$ cat src/design/uart_timing_pkg.sv
package uart_timing_pkg;

    // Oversampling ticks per serial bit
    localparam int OVERSAMPLE = 16;
    localparam int TICK_CNT_W = $clog2(OVERSAMPLE);

    // Tick counter values for the end of a bit and the centre of a bit
    localparam logic [TICK_CNT_W-1:0] LAST_TICK = TICK_CNT_W'(OVERSAMPLE - 1);
    localparam logic [TICK_CNT_W-1:0] MID_TICK = TICK_CNT_W'(OVERSAMPLE / 2 - 1);

    // Clock divisor for the tick generator, covers up to 65535 clocks per tick
    typedef logic [15:0] tick_div_t;

endpackage

$ cat src/design/uart_frame_pkg.sv
package uart_frame_pkg;

    // 8N1 framing
    localparam int DATA_BITS = 8;
    localparam int BIT_IDX_W = $clog2(DATA_BITS);
    localparam logic [BIT_IDX_W-1:0] LAST_BIT = BIT_IDX_W'(DATA_BITS - 1);

    // Line levels
    localparam logic IDLE_LEVEL = 1'b1;
    localparam logic START_BIT = 1'b0;
    localparam logic STOP_BIT = 1'b1;

    typedef logic [DATA_BITS-1:0] uart_byte_t;

    // Received byte with its framing status
    typedef struct packed {
        logic       frame_err;
        uart_byte_t data;
    } rx_word_t;

endpackage

$ cat src/design/sync_fifo.sv
`timescale 1ns/1ps

module sync_fifo #(
    parameter int  DEPTH = 8,
    parameter type T_DATA = logic [7:0]
) (
    input  logic  i_clk,
    input  logic  i_reset,
    input  logic  i_wr_en,
    input  T_DATA i_wr_data,
    input  logic  i_rd_en,
    output T_DATA o_rd_data,
    output logic  o_empty,
    output logic  o_full
);

    localparam int PTR_W = (DEPTH > 1) ? $clog2(DEPTH) : 1;
    localparam int CNT_W = $clog2(DEPTH + 1);
    localparam logic [PTR_W-1:0] LAST_PTR = PTR_W'(DEPTH - 1);
    localparam logic [CNT_W-1:0] FULL_CNT = CNT_W'(DEPTH);

    T_DATA            mem [DEPTH];
    logic [PTR_W-1:0] wr_ptr;
    logic [PTR_W-1:0] rd_ptr;
    logic [CNT_W-1:0] count;
    logic [CNT_W-1:0] next_count;
    logic             do_wr;
    logic             do_rd;

    // Pointers wrap at DEPTH, so any depth works
    function automatic logic [PTR_W-1:0] ptr_inc(input logic [PTR_W-1:0] ptr);
        return (ptr == LAST_PTR) ? '0 : ptr + PTR_W'(1);
    endfunction

    // Write when full and read when empty are ignored
    assign do_wr = i_wr_en && !o_full;
    assign do_rd = i_rd_en && !o_empty;

    always_comb begin
        next_count = count;
        if (do_wr && !do_rd) begin
            next_count = count + CNT_W'(1);
        end else if (do_rd && !do_wr) begin
            next_count = count - CNT_W'(1);
        end
    end

    always_ff @(posedge i_clk) begin
        if (i_reset) begin
            wr_ptr  <= '0;
            rd_ptr  <= '0;
            count   <= '0;
            o_empty <= 1'b1;
            o_full  <= 1'b0;
        end else begin
            if (do_wr) begin
                wr_ptr <= ptr_inc(wr_ptr);
            end
            if (do_rd) begin
                rd_ptr <= ptr_inc(rd_ptr);
            end
            count <= next_count;
            // Flags follow the count one cycle after the access
            o_empty <= (next_count == '0);
            o_full  <= (next_count == FULL_CNT);
        end
    end

    always_ff @(posedge i_clk) begin
        if (do_wr) begin
            mem[wr_ptr] <= i_wr_data;
        end
    end

    // Head word, valid while not empty
    assign o_rd_data = mem[rd_ptr];

endmodule

$ cat src/design/baud_tick_gen.sv
`timescale 1ns/1ps

module baud_tick_gen #(
    parameter uart_timing_pkg::tick_div_t CLKS_PER_TICK = 16'd2
) (
    input  logic i_clk,
    input  logic i_reset,
    output logic o_tick
);

    import uart_timing_pkg::*;

    localparam tick_div_t RELOAD = CLKS_PER_TICK - tick_div_t'(1);

    tick_div_t cnt;

    // Down-counter, one tick per CLKS_PER_TICK clocks
    always_ff @(posedge i_clk) begin
        if (i_reset) begin
            cnt    <= RELOAD;
            o_tick <= 1'b0;
        end else if (cnt == '0) begin
            cnt    <= RELOAD;
            o_tick <= 1'b1;
        end else begin
            cnt    <= cnt - tick_div_t'(1);
            o_tick <= 1'b0;
        end
    end

endmodule

$ cat src/design/uart_tx.sv
`timescale 1ns/1ps

module uart_tx (
    input  logic                     i_clk,
    input  logic                     i_reset,
    input  logic                     i_tick,
    input  logic                     i_fifo_empty,
    input  uart_frame_pkg::uart_byte_t i_fifo_data,
    output logic                     o_pop,
    output logic                     o_txd,
    output logic                     o_busy
);

    import uart_frame_pkg::*;
    import uart_timing_pkg::*;

    typedef enum logic [1:0] {TX_IDLE, TX_START, TX_DATA, TX_STOP} tx_state_t;

    tx_state_t             state;
    logic [TICK_CNT_W-1:0] tick_cnt;
    logic [BIT_IDX_W-1:0]  bit_idx;
    uart_byte_t            shift_reg;
    logic                  txd_q;
    logic                  bit_done;
    logic                  frame_free;

    assign bit_done = i_tick && (tick_cnt == LAST_TICK);

    // A new frame starts from idle or right after the stop bit
    assign frame_free = (state == TX_IDLE && i_tick) || (state == TX_STOP && bit_done);
    assign o_pop      = frame_free && !i_fifo_empty;
    assign o_txd      = txd_q;
    assign o_busy     = (state != TX_IDLE);

    always_ff @(posedge i_clk) begin
        if (i_reset) begin
            state    <= TX_IDLE;
            tick_cnt <= '0;
            bit_idx  <= '0;
            txd_q    <= IDLE_LEVEL;
        end else if (o_pop) begin
            state    <= TX_START;
            tick_cnt <= '0;
            txd_q    <= START_BIT;
        end else if (i_tick && state != TX_IDLE) begin
            tick_cnt <= (tick_cnt == LAST_TICK) ? '0 : tick_cnt + TICK_CNT_W'(1);
            if (tick_cnt == LAST_TICK) begin
                case (state)
                    TX_START: begin
                        state   <= TX_DATA;
                        bit_idx <= '0;
                        txd_q   <= shift_reg[0];
                    end
                    TX_DATA: begin
                        if (bit_idx == LAST_BIT) begin
                            state <= TX_STOP;
                            txd_q <= STOP_BIT;
                        end else begin
                            bit_idx <= bit_idx + BIT_IDX_W'(1);
                            txd_q   <= shift_reg[1];
                        end
                    end
                    default: state <= TX_IDLE;
                endcase
            end
        end
    end

    // LSB goes out first
    always_ff @(posedge i_clk) begin
        if (o_pop) begin
            shift_reg <= i_fifo_data;
        end else if (state == TX_DATA && bit_done && bit_idx != LAST_BIT) begin
            shift_reg <= shift_reg >> 1;
        end
    end

endmodule

$ cat src/design/uart_rx.sv
`timescale 1ns/1ps

module uart_rx (
    input  logic                     i_clk,
    input  logic                     i_reset,
    input  logic                     i_tick,
    input  logic                     i_rxd,
    output logic                     o_push,
    output uart_frame_pkg::rx_word_t o_word
);

    import uart_frame_pkg::*;
    import uart_timing_pkg::*;

    typedef enum logic [1:0] {RX_IDLE, RX_START, RX_DATA, RX_STOP} rx_state_t;

    rx_state_t             state;
    logic                  rxd_meta;
    logic                  rxd_sync;
    logic [TICK_CNT_W-1:0] tick_cnt;
    logic [BIT_IDX_W-1:0]  bit_idx;
    uart_byte_t            shift_reg;
    logic                  sample_data;
    logic                  sample_stop;

    // Two-flop synchronizer for the asynchronous line
    always_ff @(posedge i_clk) begin
        if (i_reset) begin
            rxd_meta <= IDLE_LEVEL;
            rxd_sync <= IDLE_LEVEL;
        end else begin
            rxd_meta <= i_rxd;
            rxd_sync <= rxd_meta;
        end
    end

    // Bit centres, counted from the mid-point of the start bit
    assign sample_data = i_tick && state == RX_DATA && tick_cnt == LAST_TICK;
    assign sample_stop = i_tick && state == RX_STOP && tick_cnt == LAST_TICK;

    always_ff @(posedge i_clk) begin
        if (i_reset) begin
            state    <= RX_IDLE;
            tick_cnt <= '0;
            bit_idx  <= '0;
            o_push   <= 1'b0;
        end else begin
            o_push <= sample_stop;
            if (i_tick) begin
                case (state)
                    RX_IDLE: begin
                        if (rxd_sync == START_BIT) begin
                            state    <= RX_START;
                            tick_cnt <= '0;
                        end
                    end
                    RX_START: begin
                        if (tick_cnt == MID_TICK) begin
                            // Line back high at mid-bit means a glitch
                            state    <= (rxd_sync == START_BIT) ? RX_DATA : RX_IDLE;
                            tick_cnt <= '0;
                            bit_idx  <= '0;
                        end else begin
                            tick_cnt <= tick_cnt + TICK_CNT_W'(1);
                        end
                    end
                    RX_DATA: begin
                        if (tick_cnt == LAST_TICK) begin
                            tick_cnt <= '0;
                            bit_idx  <= bit_idx + BIT_IDX_W'(1);
                            if (bit_idx == LAST_BIT) begin
                                state <= RX_STOP;
                            end
                        end else begin
                            tick_cnt <= tick_cnt + TICK_CNT_W'(1);
                        end
                    end
                    default: begin
                        if (tick_cnt == LAST_TICK) begin
                            state    <= RX_IDLE;
                            tick_cnt <= '0;
                        end else begin
                            tick_cnt <= tick_cnt + TICK_CNT_W'(1);
                        end
                    end
                endcase
            end
        end
    end

    // Data arrives LSB first, so shift in from the top
    always_ff @(posedge i_clk) begin
        if (sample_data) begin
            shift_reg <= {rxd_sync, shift_reg[DATA_BITS-1:1]};
        end
        if (sample_stop) begin
            o_word.data      <= shift_reg;
            o_word.frame_err <= (rxd_sync != STOP_BIT);
        end
    end

endmodule

$ cat src/design/uart_subsystem.sv
`timescale 1ns/1ps

module uart_subsystem #(
    parameter uart_timing_pkg::tick_div_t CLKS_PER_TICK = 16'd2,
    parameter int                         TX_DEPTH = 8,
    parameter int                         RX_DEPTH = 8
) (
    input  logic                       i_clk,
    input  logic                       i_reset,
    input  logic                       i_wr_en,
    input  uart_frame_pkg::uart_byte_t i_wr_data,
    output logic                       o_tx_full,
    output logic                       o_txd,
    output logic                       o_tx_busy,
    input  logic                       i_rxd,
    input  logic                       i_rd_en,
    output uart_frame_pkg::rx_word_t   o_rx_word,
    output logic                       o_rx_empty,
    output logic                       o_rx_full
);

    import uart_frame_pkg::*;

    logic       tick;
    logic       tx_empty;
    logic       tx_pop;
    uart_byte_t tx_head;
    logic       rx_push;
    rx_word_t   rx_word;

    baud_tick_gen #(
        .CLKS_PER_TICK(CLKS_PER_TICK)
    ) u_tick_gen (
        .i_clk   (i_clk),
        .i_reset (i_reset),
        .o_tick  (tick)
    );

    // Host bytes waiting for the serializer
    sync_fifo #(
        .DEPTH  (TX_DEPTH),
        .T_DATA (uart_byte_t)
    ) u_tx_fifo (
        .i_clk     (i_clk),
        .i_reset   (i_reset),
        .i_wr_en   (i_wr_en),
        .i_wr_data (i_wr_data),
        .i_rd_en   (tx_pop),
        .o_rd_data (tx_head),
        .o_empty   (tx_empty),
        .o_full    (o_tx_full)
    );

    uart_tx u_tx (
        .i_clk        (i_clk),
        .i_reset      (i_reset),
        .i_tick       (tick),
        .i_fifo_empty (tx_empty),
        .i_fifo_data  (tx_head),
        .o_pop        (tx_pop),
        .o_txd        (o_txd),
        .o_busy       (o_tx_busy)
    );

    uart_rx u_rx (
        .i_clk   (i_clk),
        .i_reset (i_reset),
        .i_tick  (tick),
        .i_rxd   (i_rxd),
        .o_push  (rx_push),
        .o_word  (rx_word)
    );

    // Received words with their framing flag, popped by the host
    sync_fifo #(
        .DEPTH  (RX_DEPTH),
        .T_DATA (rx_word_t)
    ) u_rx_fifo (
        .i_clk     (i_clk),
        .i_reset   (i_reset),
        .i_wr_en   (rx_push),
        .i_wr_data (rx_word),
        .i_rd_en   (i_rd_en),
        .o_rd_data (o_rx_word),
        .o_empty   (o_rx_empty),
        .o_full    (o_rx_full)
    );

endmodule

$ cat config.mk
export PLATFORM = sky130hd
export DESIGN_NAME = uart_subsystem
export DESIGN_NICKNAME = d
export VERILOG_FILES = /design/src/design/uart_timing_pkg.sv /design/src/design/uart_frame_pkg.sv /design/src/design/sync_fifo.sv /design/src/design/baud_tick_gen.sv /design/src/design/uart_tx.sv /design/src/design/uart_rx.sv /design/src/design/uart_subsystem.sv
export SDC_FILE = /design/constraint.sdc
export NUM_CORES = 1
export LEC_CHECK = 0
export ABC_AREA = 1
export ABC_CLOCK_PERIOD_IN_PS = 5400
export BUFFER_PORTS_ARGS = -buffer_cell sky130_fd_sc_hd__buf_4
export CELL_PAD_IN_SITES_DETAIL_PLACEMENT = 0
export CELL_PAD_IN_SITES_GLOBAL_PLACEMENT = 1
export CORE_AREA = 2 2 136 138
export CTS_CLUSTER_DIAMETER = 50
export DETAILED_ROUTE_END_ITERATION = 8
export DIE_AREA = 0 0 138 140
export MAX_ROUTING_LAYER = met4
export PLACE_DENSITY_LB_ADDON = 0.15
export REMOVE_ABC_BUFFERS = 1
export SLEW_MARGIN = 20
export SYNTH_ARGS = -nofsm -noshare
export SYNTH_HDL_FRONTEND = slang
export SYNTH_SLANG_ARGS = --single-unit
export TNS_END_PERCENT = 50
$ cat constraint.sdc
create_clock -name i_clk -period 5.4 [get_ports i_clk]
set_clock_uncertainty 0.2 [all_clocks]
set_input_delay 0.81 -clock i_clk [delete_from_list [all_inputs] [get_ports i_clk]]
set_output_delay 0.81 -clock i_clk [all_outputs]
set_load 0.01 [all_outputs]
==> flow_summary.toml <==
[timing]
fin_ws_ns = 1.73
rsz0062_at_grt = "false"
fin_crit_sh_pct = 67.9
slew_headroom_pct = 26.9
drv_slew = 0
finalSetupViolCount = 0
clock.fmax_ghz = 0.273
hold_viol_final = 0
fin_tns_setup_ns = 0
post-route-min-period_ns = 3.67
worst_pin_slew_ns = 1.09

[placement]
gp_congestion = 0.834
pre_cts_slack_ns = 2.23
hpwl_mm = 11.7
port_buffers = 26
placed_cell_area_um2 = 9830
placed_cells = 1093

[clock_network]
cts_buffers = 24
clk_latency_ns = 0.50
postCtsSetupBuffers = 0
htree_levels = 1
clockBufferDepth = 3
cts_tree = "done"
clk_pin_slew_worst_paths_ns = 0.06
numClockSinks = 230
cts_root_buffer = "clkbuf_16"
cts-hold-fix-buffers = 0
ctsResizeCount = 0

[floorplanning]
coreArea_um2 = 17800
die_area_um2 = 19300
rows = 49
initial_utilization_pct = 53.2
num_io_pins = 27
die_y_um = 140
die_x_um = 138

[final_layout]
antenna_cells = 0
layoutNonFillerInstCount = 1137
drive_above_1_share_pct = 11.0
final_nets = 930
flow.area_growth_from_synthesis_pct = 13.0
largest_reg_flops = 72
post-route-cell-area_um2 = 10700
top_register = "u_rx_fifo.mem"
largest_registers = "u_rx_fifo.mem (72), u_tx_fifo.mem (64), u_tick_gen.cnt (16)"

[power_and_ir_drop]
swShare_pct = 26.2
p_leak_nw = 3.88
finalPower_mw = 4.51
p_int_mw = 3.33
switchingPower_mw = 1.18
p_per_area_nw_per_um2 = 422
vdd_drop_max_mv = 0.365
clkPwrFrac_pct = 38.2
comb_power_share_pct = 15.9
seqPwrFrac_pct = 46.0

[critical_path]
cp.arrival_ns = 2.66
critPathRequiredTime_ns = 4.39
crit_path_max_fanout = 37
crit_path_end_kind = "output port"
crit_path_start_kind = "flop"
path_class = "flop to output port"

[grt]
grt_max_degree = 38
antenna_found_initial = 0
grt_pass1_wl_mm = 29.4
grt_pass1_vias = 5887
gr-total-overflow = 0
grt_usage_pct = 19.2

[synthesis]
synth_simple_gate_area_share_pct = 15.5
synth_mux_area_share_pct = 0
syn_avg_cell_area_um2 = 10.9
synth.top_cells.by_area = "edfxtp_1 (51%), dfxtp_1 (15%), nor2_1 (7.0%), o21ai_0 (4.3%), ha_1 (3.6%)"
ys_seq_area_share_pct = 65.8
ys_warn_count = 0
yosys.area.top_type = "edfxtp_1"
synth_top_family_by_area = "simple AND/OR/NAND/NOR gates"
async_flop_share_pct = 0
synth-edff-count = 161
synthDistinctLibCells = 46
ys_seq_elements = 230
synth_xor_area_share_pct = 0.834
synth_compound_area_share_pct = 10.3
synth_fa_ha_area_share_pct = 3.57
synthesis.area_um2 = 9450
yosys.area.top_type_share_pct = 51.2
synthFlopType = "edfxtp_1"
syn_inst = 864

[route]
first_iter_violations = 364
wl_mm = 18.3
final_antenna_net_count = 0
drc_errors = 0
routedWlPerCell_um = 16.1
drtPass1Iterations = 5
via_count = 6078
vias_per_cell = 5.35

[run]
maxCapViolations = 0

[outcome]
status = "complete, no violations"

[worst_hold_path]
hp-class = "flop to flop"
power groups by stage:
| stage | Sequential, mW | Clock [mW] | Combinational, mW |
|---|---|---|---|
| final | 2.07 | 1.72 | 0.715 |
| after global routing | 2.09 | 1.83 | 0.816 |
| after CTS | 2.07 | 1.76 | 0.722 |
| after detailed placement | 2.11 | 0 | 0.718 |
| after global placement | 2.10 | 0 | 0.695 |
| after floorplan | 2.10 | 0 | 0.508 |
per-layer routing:
metal  routed length (um)  vias to the layer above  global-route usage, %  share of wire, %
li1                     -                     3063                      -                 -
met1                 8150                     2868                   24.1                44
met2                 9030                      114                   32.7                49
met3                  787                       33                   2.91               4.3
met4                  373                        0                   5.26               2.0
met5                    0                        -                      -                 0
cell usage in the layout, fill, tap and decap left out, types with 4 or more instances in the layout:
master / count
nor2_1: 175
edfxtp_1: 161
nand2_1: 83
o21ai_0: 82
dfxtp_1: 69
inv_1: 62
a21oi_1: 32
ha_1: 27
buf_4: 27
clkbuf_16: 25
nand3_1: 24
o32ai_1: 16
o22ai_1: 12
a31oi_1: 9
nor3_1: 8
clkbuf_1: 8
nor2_2: 7
nand4_1: 6
or2_2: 5
xnor2_1: 5
nor2_4: 5
inv_2: 4
xor2_1: 4
nand2_2: 4
o21ai_1: 4
clkinv_1: 4
bufinv_16: 4
worst paths after layout:
| check | startpoint | to | slack (ns) | depth (start not counted) |
|---|---|---|---|---|
| worst min register to register | u_tick_gen.cnt[0] | u_tick_gen.cnt[0] | 0.21 | 1 |
| worst min-delay path | u_tick_gen.cnt[0] | u_tick_gen.cnt[0] | 0.21 | 1 |
| worst max register to register | flop | u_tx.shift_reg[0] | 2.57 | 5 |
| worst max-delay path | flop | o_rx_word[8] | 1.73 | 7 |
cell type report:
type                            count  area [um^2]
Timing Repair Buffer               27          203
Multi-Input combinational cell    538         2870
Clock inverter                      9          163
Tap cell                          229          287
Sequential cell                   230         6220
Fill cell                        1459         7100
Clock buffer                       35          683
Inverter                           69          259
Yosys cell counts (2+ instances only):
library cell and instances:
xnor2_1 5, nor2_4 5, nor3b_1 2, nand4_1 6, o21ai_1 4, a21oi_1 32, o32ai_1 16, nand2_4 2
xor2_1 4, inv_1 62, dfxtp_1 69, buf_4 2, edfxtp_1 161, nand2_2 4, nand3_1 24, nand3_2 3
or2_2 5, inv_2 4, nor3_1 10, nor2_2 5, a31oi_1 9, nand2_1 83, buf_2 11, clkbuf_1 14
and3_1 2, o22ai_1 12, o211a_1 3, o21ai_0 82, a211oi_1 2, nor2_1 177, clkinv_1 3, ha_1 27
cells by family after synthesis:
family                     after synthesis
buffers and inverters                   96
DFF                                    230
adders and majority gates               27
and+or+nand+nor                        335
xor gates and xnor gates                 9
AOI/OAI and AO/OA                      167
metrics by stage:
step           utilization [%]  hold WS (ns)
2_1_floorplan                -         0.183
6_report                  60.1         0.209
4_1_cts                   60.1         0.210
5_1_grt                   60.1         0.221
3_3_place_gp              55.2         0.191
3_5_place_dp              55.3         0.196
worst max-delay path: stages (launching register included):
cell and delay [ns]:
dfxtp_1 0.30, buf_4 0.25, inv_1 0.77, o21ai_0 0.19, o22ai_1 0.18, nor2_1 0.06
a31oi_1 0.23, buf_4 0.17
(Power assumes the default switching activity.)
